File: config.mk
export PLATFORM = sky130hd
export DESIGN_NAME = border_crop_top
export DESIGN_NICKNAME = d
export VERILOG_FILES = /design/src/border_crop_pkg.sv /design/src/border_crop_top.sv /design/src/crop_step.sv /design/src/frame_ctx_regs.sv /design/src/stream_arbiter.sv
export VERILOG_INCLUDE_DIRS = /design/src /design/src/src
export SDC_FILE = /design/constraint.sdc
export NUM_CORES = 1
export LEC_CHECK = 0
export ABC_AREA = 1
export BUFFER_PORTS_ARGS = -buffer_cell sky130_fd_sc_hd__buf_2
export CAP_MARGIN = 10
export CORE_ASPECT_RATIO = 0.7
export CORE_MARGIN = 4
export CORE_UTILIZATION = 45
export CTS_BUF_LIST = sky130_fd_sc_hd__clkbuf_8
export DETAILED_ROUTE_END_ITERATION = 12
export GPL_TIMING_DRIVEN = 0
export SLEW_MARGIN = 10
export SYNTH_ARGS = -nofsm -noshare
export SYNTH_HDL_FRONTEND = slang
export SYNTH_SLANG_ARGS = --single-unit
File: constraint.sdc
create_clock -name clk -period 4.4 [get_ports clk]
set_clock_uncertainty 0.05 [all_clocks]
set_input_delay 0.88 -clock clk [delete_from_list [all_inputs] [get_ports clk]]
set_output_delay 0.88 -clock clk [all_outputs]
set_load 0.01 [all_outputs]
File: src/border_crop_config.svh
`ifndef BORDER_CROP_CONFIG_SVH
`define BORDER_CROP_CONFIG_SVH

// pixel word width
`define PEL_W 8

// header words and row/col counters share one width
`define SIZE_W 7

// number of independent streams sharing the decision path
`define NUM_STREAMS 2

// tag width, log2 of the stream count but never below 1
`define TAG_W 1

// leading rows discarded at the top of every frame
`define DROP_ROWS 7

`endif

File: src/border_crop_pkg.sv
`include "border_crop_config.svh"

package border_crop_pkg;

    // per stream frame phase
    typedef enum logic [1:0] {
        IDLE = 2'd0,
        DROP = 2'd1,
        WORK = 2'd2
    } crop_state_e;

    // everything the shared path needs to resume a stream
    typedef struct packed {
        crop_state_e         state;
        logic [`SIZE_W-1:0]  col;
        logic [`SIZE_W-1:0]  row;
        logic [`SIZE_W-1:0]  width;
        logic [`SIZE_W-1:0]  height;
    } frame_ctx_t;

    // result of one stream's decision for the current cycle
    typedef struct packed {
        logic        active;
        logic        rd_pel;
        logic        rd_hdr;
        logic        wr;
        frame_ctx_t  nxt_ctx;
    } crop_step_t;

    // word pushed to the output side, tag picks the stream FIFO
    typedef struct packed {
        logic [`TAG_W-1:0]  tag;
        logic [`PEL_W-1:0]  pel;
    } out_pel_t;

endpackage

File: src/border_crop_top.sv
`timescale 1ns/1ps
`include "border_crop_config.svh"

module border_crop_top
    import border_crop_pkg::*;
(
    input  logic                     clk,
    input  logic                     rst,

    // pixel input FIFOs, first word fall through
    input  logic [`NUM_STREAMS-1:0]  in_pel_empty,
    input  logic [`PEL_W-1:0]        in_pel_data  [`NUM_STREAMS],
    output logic [`NUM_STREAMS-1:0]  in_pel_read,

    // header FIFOs
    input  logic [`NUM_STREAMS-1:0]  height_empty,
    input  logic [`SIZE_W-1:0]       height_data  [`NUM_STREAMS],
    output logic [`NUM_STREAMS-1:0]  height_read,
    input  logic [`NUM_STREAMS-1:0]  width_empty,
    input  logic [`SIZE_W-1:0]       width_data   [`NUM_STREAMS],
    output logic [`NUM_STREAMS-1:0]  width_read,

    // output FIFOs, one write port shared through the tag
    input  logic [`NUM_STREAMS-1:0]  out_full,
    output logic                     out_write,
    output out_pel_t                 out_pel
);

    frame_ctx_t         ctx   [`NUM_STREAMS];
    crop_step_t         steps [`NUM_STREAMS];
    logic               upd_en;
    logic [`TAG_W-1:0]  upd_tag;
    frame_ctx_t         upd_ctx;

    // one decision per stream, all evaluated every cycle
    for (genvar s = 0; s < `NUM_STREAMS; s++)
    begin : g_step
        crop_step i_crop_step (
            .ctx          (ctx[s]),
            .pel_empty    (in_pel_empty[s]),
            .height_empty (height_empty[s]),
            .width_empty  (width_empty[s]),
            .out_full     (out_full[s]),
            .step         (steps[s])
        );
    end

    stream_arbiter i_stream_arbiter (
        .steps       (steps),
        .in_pel_data (in_pel_data),
        .height_data (height_data),
        .width_data  (width_data),
        .in_pel_read (in_pel_read),
        .height_read (height_read),
        .width_read  (width_read),
        .out_write   (out_write),
        .out_pel     (out_pel),
        .upd_en      (upd_en),
        .upd_tag     (upd_tag),
        .upd_ctx     (upd_ctx)
    );

    // context of the served stream lands at the next edge
    frame_ctx_regs i_frame_ctx_regs (
        .clk     (clk),
        .rst     (rst),
        .upd_en  (upd_en),
        .upd_tag (upd_tag),
        .upd_ctx (upd_ctx),
        .ctx     (ctx)
    );

endmodule

File: src/crop_step.sv
`timescale 1ns/1ps
`include "border_crop_config.svh"

module crop_step
    import border_crop_pkg::*;
(
    input  frame_ctx_t  ctx,
    input  logic        pel_empty,
    input  logic        height_empty,
    input  logic        width_empty,
    input  logic        out_full,
    output crop_step_t  step
);

    // row index of the last discarded row
    localparam logic [`SIZE_W-1:0] LAST_DROP_ROW = `SIZE_W'(`DROP_ROWS - 1);

    logic               col_last;
    logic               row_last;
    logic [`SIZE_W-1:0] col_inc;
    logic [`SIZE_W-1:0] row_inc;

    assign col_last = (ctx.col == ctx.width - 1'b1);
    assign row_last = (ctx.row == ctx.height - 1'b1);
    assign col_inc  = ctx.col + 1'b1;
    assign row_inc  = ctx.row + 1'b1;

    always_comb
    begin
        step         = '0;
        step.nxt_ctx = ctx;

        case (ctx.state)
            IDLE:
            begin
                // both header words must be there, they are popped together
                if (!height_empty && !width_empty)
                begin
                    step.active        = 1'b1;
                    step.rd_hdr        = 1'b1;
                    step.nxt_ctx.state = DROP;
                    step.nxt_ctx.col   = '0;
                    step.nxt_ctx.row   = '0;
                end
            end

            DROP:
            begin
                // discard, no output space needed
                if (!pel_empty)
                begin
                    step.active = 1'b1;
                    step.rd_pel = 1'b1;
                    if (col_last)
                    begin
                        step.nxt_ctx.col = '0;
                        step.nxt_ctx.row = row_inc;
                        if (ctx.row == LAST_DROP_ROW)
                        begin
                            step.nxt_ctx.state = WORK;
                        end
                    end
                    else
                    begin
                        step.nxt_ctx.col = col_inc;
                    end
                end
            end

            WORK:
            begin
                // forward only when the pixel can be written this cycle
                if (!pel_empty && !out_full)
                begin
                    step.active = 1'b1;
                    step.rd_pel = 1'b1;
                    step.wr     = 1'b1;
                    if (col_last && row_last)
                    begin
                        step.nxt_ctx.state = IDLE;
                        step.nxt_ctx.col   = '0;
                        step.nxt_ctx.row   = '0;
                    end
                    else if (col_last)
                    begin
                        step.nxt_ctx.col = '0;
                        step.nxt_ctx.row = row_inc;
                    end
                    else
                    begin
                        step.nxt_ctx.col = col_inc;
                    end
                end
            end

            default:
            begin
                // unused encoding, fall back to waiting for a header
                step.active        = 1'b1;
                step.nxt_ctx.state = IDLE;
                step.nxt_ctx.col   = '0;
                step.nxt_ctx.row   = '0;
            end
        endcase
    end

endmodule

File: src/frame_ctx_regs.sv
`timescale 1ns/1ps
`include "border_crop_config.svh"

module frame_ctx_regs
    import border_crop_pkg::*;
(
    input  logic               clk,
    input  logic               rst,
    input  logic               upd_en,
    input  logic [`TAG_W-1:0]  upd_tag,
    input  frame_ctx_t         upd_ctx,
    output frame_ctx_t         ctx [`NUM_STREAMS]
);

    // waiting for a header with all counters at zero
    localparam frame_ctx_t CTX_IDLE = '{
        state:  IDLE,
        col:    '0,
        row:    '0,
        width:  '0,
        height: '0
    };

    always_ff @(posedge clk)
    begin
        if (rst)
        begin
            for (int i = 0; i < `NUM_STREAMS; i++)
            begin
                ctx[i] <= CTX_IDLE;
            end
        end
        else if (upd_en)
        begin
            // only the stream served this cycle moves
            ctx[upd_tag] <= upd_ctx;
        end
    end

endmodule

File: src/stream_arbiter.sv
`timescale 1ns/1ps
`include "border_crop_config.svh"

module stream_arbiter
    import border_crop_pkg::*;
(
    input  crop_step_t               steps       [`NUM_STREAMS],
    input  logic [`PEL_W-1:0]        in_pel_data [`NUM_STREAMS],
    input  logic [`SIZE_W-1:0]       height_data [`NUM_STREAMS],
    input  logic [`SIZE_W-1:0]       width_data  [`NUM_STREAMS],
    output logic [`NUM_STREAMS-1:0]  in_pel_read,
    output logic [`NUM_STREAMS-1:0]  height_read,
    output logic [`NUM_STREAMS-1:0]  width_read,
    output logic                     out_write,
    output out_pel_t                 out_pel,
    output logic                     upd_en,
    output logic [`TAG_W-1:0]        upd_tag,
    output frame_ctx_t               upd_ctx
);

    logic [`TAG_W-1:0] sel;
    logic              found;
    crop_step_t        chosen;

    // fixed priority, lowest stream number that can act wins
    always_comb
    begin
        sel   = '0;
        found = 1'b0;
        for (int i = 0; i < `NUM_STREAMS; i++)
        begin
            if (!found && steps[i].active)
            begin
                found = 1'b1;
                sel   = `TAG_W'(i);
            end
        end
    end

    assign chosen    = steps[sel];
    assign upd_en    = found;
    assign upd_tag   = sel;
    assign out_write = found && chosen.wr;
    assign out_pel   = '{tag: sel, pel: in_pel_data[sel]};

    // header words only reach the context here
    always_comb
    begin
        upd_ctx = chosen.nxt_ctx;
        if (chosen.rd_hdr)
        begin
            upd_ctx.height = height_data[sel];
            upd_ctx.width  = width_data[sel];
        end
    end

    // strobes go back to the selected stream only
    always_comb
    begin
        in_pel_read = '0;
        height_read = '0;
        width_read  = '0;
        if (found)
        begin
            in_pel_read[sel] = chosen.rd_pel;
            height_read[sel] = chosen.rd_hdr;
            width_read[sel]  = chosen.rd_hdr;
        end
    end

endmodule

# After elaboration in Yosys (flattened, before gate mapping)
# Cells that the tools add are included.
[word_totals] regBits=60 input_bits=54 output_inout_bits=16
[classes] addsub=8 order_cmp=4 n_eq_ne=10 mux=57 bitwise_logic=3 n_reduce_logical=21
[op_table] operator="33-bit 2-to-1 mux" count=3
[op_table] operator="16-bit case mux with 3 select lines" count=2
[op_table] operator="7-bit 2-to-1 mux" count=10
[op_table] operator="16-bit 2-to-1 mux" count=4
[op_table] operator="60-bit bitwise mux" count=1
[op_table] operator="14-bit 2-to-1 mux" count=3
[op_table] operator="17-bit 2-to-1 mux" count=2
[op_table] operator="30-bit demux with 1-bit select" count=1
[op_table] operator="30-bit 2-to-1 mux" count=1
[op_table] operator="7-bit by 1-bit adder with 7-bit output (second input constant)" count=4
[op_table] operator="7-bit == test" count=4
[op_table] operator="7-bit by 1-bit subtractor with 7-bit output (second input constant)" count=4
[op_table] operator="2-bit 2-to-1 mux" count=12
[op_table] operator="8-bit 2-to-1 mux" count=3
[op_table] operator="7-bit by 3-bit == test with 1-bit output (second input constant)" count=2
[op_table] operator="1-bit logical AND" count=10
[op_table] operator="1-bit 2-to-1 mux" count=10
[op_table] operator="1-bit logical NOT" count=9
[op_table] operator="1-bit case mux with 3 select lines" count=2
[op_table] operator="2-bit bitwise AND" count=2
[op_table] operator="2-bit by 1-bit == test with 1-bit output (second input constant)" count=2
[op_table] operator="2-bit == test (second input constant)" count=2
[op_table] operator="2-bit logical NOT" count=2
[op_table] operator="1-bit case mux with 2 select lines" count=2
[op_table] operator="other kinds (6)" count=6

# Longest topological paths before layout
[logic_depth] word_depth=14 ltp_mapped=18 ltp_nobuf=18

# By module
# A second synthesis with hierarchy kept.
[hier_totals] cells_unflattened=1362 area_unflattened_um2=7234.4
[modules_own_cells] mod="frame_ctx_regs" n_inst=1 cells_each=331 area_per_inst_um2=2394.8 seq_area_each_um2=1201.2
[modules_own_cells] mod="crop_step (g_step[0].i_crop_step)" n_inst=1 cells_each=400 area_per_inst_um2=1930.6 seq_area_each_um2=0.0
[modules_own_cells] mod="crop_step (g_step[1].i_crop_step)" n_inst=1 cells_each=391 area_per_inst_um2=1888.1 seq_area_each_um2=0.0
[modules_own_cells] mod="stream_arbiter" n_inst=1 cells_each=240 area_per_inst_um2=1021.0 seq_area_each_um2=0.0

# Worst setup path before layout
# OpenSTA, ideal clock, no wires.
[synth_timing] path_type="input to output" startpoint="input in_pel_empty[1]" endpoint="output in_pel_read[1]" t_arrival_ns=2.286 setup_slack_ns=1.184 path_stages=11 path_buffers=4 path_cell_list="buf_4 -> inv_4 -> nand2_4 -> nor2_2 -> a21oi_2 -> nand3b_1 -> nand2_4 -> buf_6 -> buf_4 -> buf_2 -> nor3b_1"
[synth_via] elab_chain_cells=12 elab_cells_between_ends=20 cone_classes="order compare: 2; mux: 12; bitwise: 2; reduce/logical: 4"
[synth_rtl] element="from (decl)" line="border_crop_top.sv:11" text="input logic [`NUM_STREAMS-1:0] in_pel_empty,"
[synth_rtl] element="1-bit logical NOT"
[synth_rtl] element="1-bit logical AND" line="crop_step.sv:73" text="if (!pel_empty && !out_full)"
[synth_rtl] element="2-bit 2-to-1 mux" line="crop_step.sv:73"
[synth_rtl] element="1-bit case mux with 3 select lines" line="crop_step.sv:33" text="case (ctx.state)"
[synth_rtl] element="1-bit logical AND" line="stream_arbiter.sv:32" text="if (!found && steps[i].active)"
[synth_rtl] element="1-bit 2-to-1 mux" line="stream_arbiter.sv:32"
[synth_rtl] element="1-bit by 2-bit < comparator with 1-bit output (implied by the code) (tied with other cells)" line="stream_arbiter.sv:65" text="in_pel_read[sel] = chosen.rd_pel;"
[synth_rtl] element="1-bit logical AND (implied by the code) or 33-bit 2-to-1 mux (tied branches)" line="stream_arbiter.sv:65, stream_arbiter.sv:40"
[synth_rtl] element="1-bit 2-to-1 mux (implied by the code) or 33-bit 2-to-1 mux (tied branches)" line="stream_arbiter.sv:65, stream_arbiter.sv:40"
[synth_rtl] element="1-bit demux with 1-bit select or 33-bit 2-to-1 mux (tied branches)"
[synth_rtl] element="2-bit bitwise AND (no line)"
[synth_rtl] element="2-bit 2-to-1 mux *" line="stream_arbiter.sv:63" text="if (found)"
[synth_rtl] element="to (decl)" line="border_crop_top.sv:13" text="output logic [`NUM_STREAMS-1:0] in_pel_read,"
# Mark *: on every way between the ends. The rest lies on a longest branch, timed or not. The select of a mux whose other input is x is not followed.

# Final worst setup path
[layout_timing] startpoint="register, netlist name i_frame_ctx_regs.ctx[58]" endpoint="output out_pel[8] (netlist bit)"
[layout_via] elab_chain_cells=6 elab_cells_between_ends=8 cone_classes="eq/ne: 2; mux: 3; reduce/logical: 3"
[layout_rtl] element="2-bit == test (tied with other cells)" line="crop_step.sv:33"
[layout_rtl] element="1-bit case mux with 3 select lines *" line="crop_step.sv:33"
[layout_rtl] element="1-bit 2-to-1 mux *" line="stream_arbiter.sv:32"
[layout_rtl] element="1-bit logical NOT *" line="stream_arbiter.sv:32"
[layout_rtl] element="1-bit logical AND *" line="stream_arbiter.sv:32"
[layout_rtl] element="1-bit 2-to-1 mux *" line="stream_arbiter.sv:32"
[layout_rtl] element="to (decl)" line="border_crop_top.sv:26" text="output out_pel_t out_pel"
# Mark *: on every way between the ends. The rest lies on a longest branch, timed or not.

==> impl_metrics.toml <==
[floorplan]
start_util = 0.4666
core_um2 = 12590
num_rows = 34
fp.dieH_um = 103.6
die_w_um = 144.6
io_pins = 70
die-area_um2 = 14980

[power]
p_switching_mw = 1.223
p_leak_nw = 3.092
p_int_mw = 1.307
p_seq_frac = 0.276
swShare = 0.4834
power_density_nw_per_um2 = 384.0
clockPowerShare = 0.179
ir_worst_vdd_uv = 188.1
comb_power_share = 0.545

[sta]
finalMaxSlewViolations = 0
setup-tns-final_ns = 0
slew_headroom = 0.3834
finalHoldViolations = 0
setup_viol = 0
fin_crit_sh = 0.8654
max_clock_freq_mhz = 262.6
layout_min_cycle_time_ns = 3.808
tightest_slew_ns = 0.9215
rsz0062_at_grt = "no"

[finish]
final_area_um2 = 6588
area_delta_synth_final_pct = 12.12
top_register = "i_frame_ctx_regs.ctx"
diodes = 0
top_regs = "i_frame_ctx_regs.ctx: 60 flops"
nets = 1176
largest_register_ffs = 60
drive_gt1_frac = 0.1417

[detailed_routing]
routed.top_layer = "met4"
antenna_left = 0
met1_length_um = 10420
drcViolationCount = 0
viasPerCell = 5.180
routedWlPerCell_um = 14.82
wl_met3_um = 1372
via_count = 6579
drt-pass1-iter-count = 5
first_iter_violations = 708
wl_um = 18820
route.met2.wl_um = 6935

[clock_tree]
cts_buffers = 9
ctsResizeCount = 0
root_buffer = "clkbuf_8"
htree_levels = 3
cts.sinks = 60
insertion_delay_ns = 0.35
clock_path_buffers = 2
holdBufCountCts = 0
cts_tree = "built"
clk_pin_slew_ns = 0.07
postCtsSetupBuffers = 0

[critical_path]
worst_path_dominant_cell_family = "buffers and inverters"
path_class = "flip-flop to output port"
reg2reg_depth = 13
slowest_stage = "buf_1"
crit_required_ns = 3.47
critPathBufInv = 7
path_max_fanout = 10
arrival_ns = 2.88
start_kind = "flip-flop"
slowest_delay_ns = 0.42
cp_cell_sequence = "inv_1 > ha_1 > inv_2 > o21ai_2 > nand2_2 > nand2_2 > nor2_4 > nand2_4 > inv_2 > buf_2 > buf_1 > buf_4 > buf_2"
critPathCaptureType = "output port"
cp_num_cells = 13

[worst_hold_path]
holdPathStages = 2
hold_class = "flip-flop to flip-flop"

[synthesis]
synth_edf_count = 0
synth_nets = 1097
synthCells = 1025
ys_ff_latch = 60
avgSynthCellArea_um2 = 5.732
ys_warn_count = 0
synth.cell_area_um2 = 5876
synth.distinct_cells = 44
ys_async_sr_fraction = 0
synth_seq_area_share = 0.2044
synth_flop_cell = "dfxtp_1"

[placed_design]
io_buffer_count = 68
dpl.hpwl_um = 14670
routabilityCongestion = 0.9073
placed_area_um2 = 6419

[global_routing]
grt_max_degree = 11
grt_overflow_total = 0
grt_pass1_vias = 5776
track_usage = 0.2509
antenna_found_initial = 0
grt_pass1_wl_um = 30280

[outcome]
status = "complete, no violations"

[job]
cap_violations = 0
-- path summary, 6_finish.rpt --
path / slack, ns / from / endpoint
worst max-delay path: 0.59 / i_frame_ctx_regs.ctx[58] / out_pel[8]
worst min-delay path: 0.44 / i_frame_ctx_regs.ctx[44] / i_frame_ctx_regs.ctx[44]
worst max register to register: 1.67 / i_frame_ctx_regs.ctx[58] / i_frame_ctx_regs.ctx[35]
worst min register to register: 0.44 / i_frame_ctx_regs.ctx[44] / i_frame_ctx_regs.ctx[44]
-- layout by cell type, fill, tap and decap left out, types with 24 or more instances in the layout --
cell | synthesis | layout
a21oi_1 | 87 | 87
buf_2 | 17 | 85
clkbuf_1 | 24 | 24
dfxtp_1 | 60 | 60
inv_1 | 99 | 101
nand2_1 | 341 | 341
nand3_1 | 90 | 90
nor2_1 | 74 | 74
o21ai_0 | 33 | 33
o21ai_1 | 33 | 33
-- power groups by stage --
stage | logic, mW | registers (mW) | clock network (mW)
3_3_place_gp | 1.35 | 0.709 | 0
2_1_floorplan | 1.03 | 0.686 | 0
3_5_place_dp | 1.35 | 0.709 | 0
6_report | 1.38 | 0.698 | 0.452
4_1_cts | 1.36 | 0.697 | 0.464
5_1_grt | 1.55 | 0.710 | 0.486
-- area by class of cell --
class / count / area [um^2]
flip-flops and latches: 60 / 1201
repair buffers: 68 / 340.3
plain buffers: 54 / 276.5
multi-input cells: 798 / 3971
well taps: 162 / 202.7
fillers: 1409 / 6005
clock buffers: 11 / 151.4
inverters: 113 / 426.7
clock inverters: 4 / 17.52
-- routing by layer --
| metal | vias up | global-route usage |
|---|---|---|
| met5 | - | 0 |
| met4 | 0 | 0.02996 |
| met3 | 10 | 0.04192 |
| met2 | 217 | 0.3189 |
| met1 | 2901 | 0.4335 |
| li1 | 3451 | - |
-- synth_stat cells (3+ instances only) --
library cell    n  area [um^2]
xor2_1         17        148.9
clkbuf_1       24        90.09
o211ai_1       18        135.1
o21ai_0        33        165.2
xnor2_1        12        105.1
nor2_1         74        277.8
a21oi_1        87        435.4
nor2_4          4        45.04
nor3_1         11        55.05
o22ai_1         7        43.79
ha_1           18        225.2
nand3_2         3        30.03
nor2_2          5        31.28
nand4_1        10        62.56
inv_1          99        371.6
dfxtp_1        60         1201
buf_6           3        33.78
inv_2          11        41.29
nand2_1       341         1280
nand3_1        90        450.4
buf_2          17        85.08
nand2_2        10        62.56
o21ai_1        33        165.2
buf_4           8        60.06
-- kinds of logic (layout without fill, tap and decap cells) --
kind of cell    count (synthesis)  in the layout  share of synthesized area
xor+xnor                       30             30                    0.04600
flops                          60             60                     0.2044
simple gates                  561            561                     0.4131
fa+ha+maj                      18             18                    0.03833
compound gates                189            189                     0.1785
buf+inv                       167            250                     0.1197
-- stage by stage --
stage               setup WS (ns)  total power, mW  utilization  cells  hold slack (ns)
floorplan                   1.184            1.714            -   1025           0.4144
global placement           0.7734            2.059       0.5097   1255           0.4366
detailed placement         0.7805            2.063       0.5097   1255           0.4402
CTS                        0.5720            2.521       0.5232   1270           0.4510
global route               0.3438            2.746       0.5232   1270           0.4876
finish                     0.5922            2.530       0.5232   1270           0.4445
-- tightest hold or removal path, cell delays in order, from the launching register on --
cell     delay [ns]
dfxtp_1        0.34
nand2_1        0.07
a21oi_1        0.05
(Power assumes the default switching activity.)
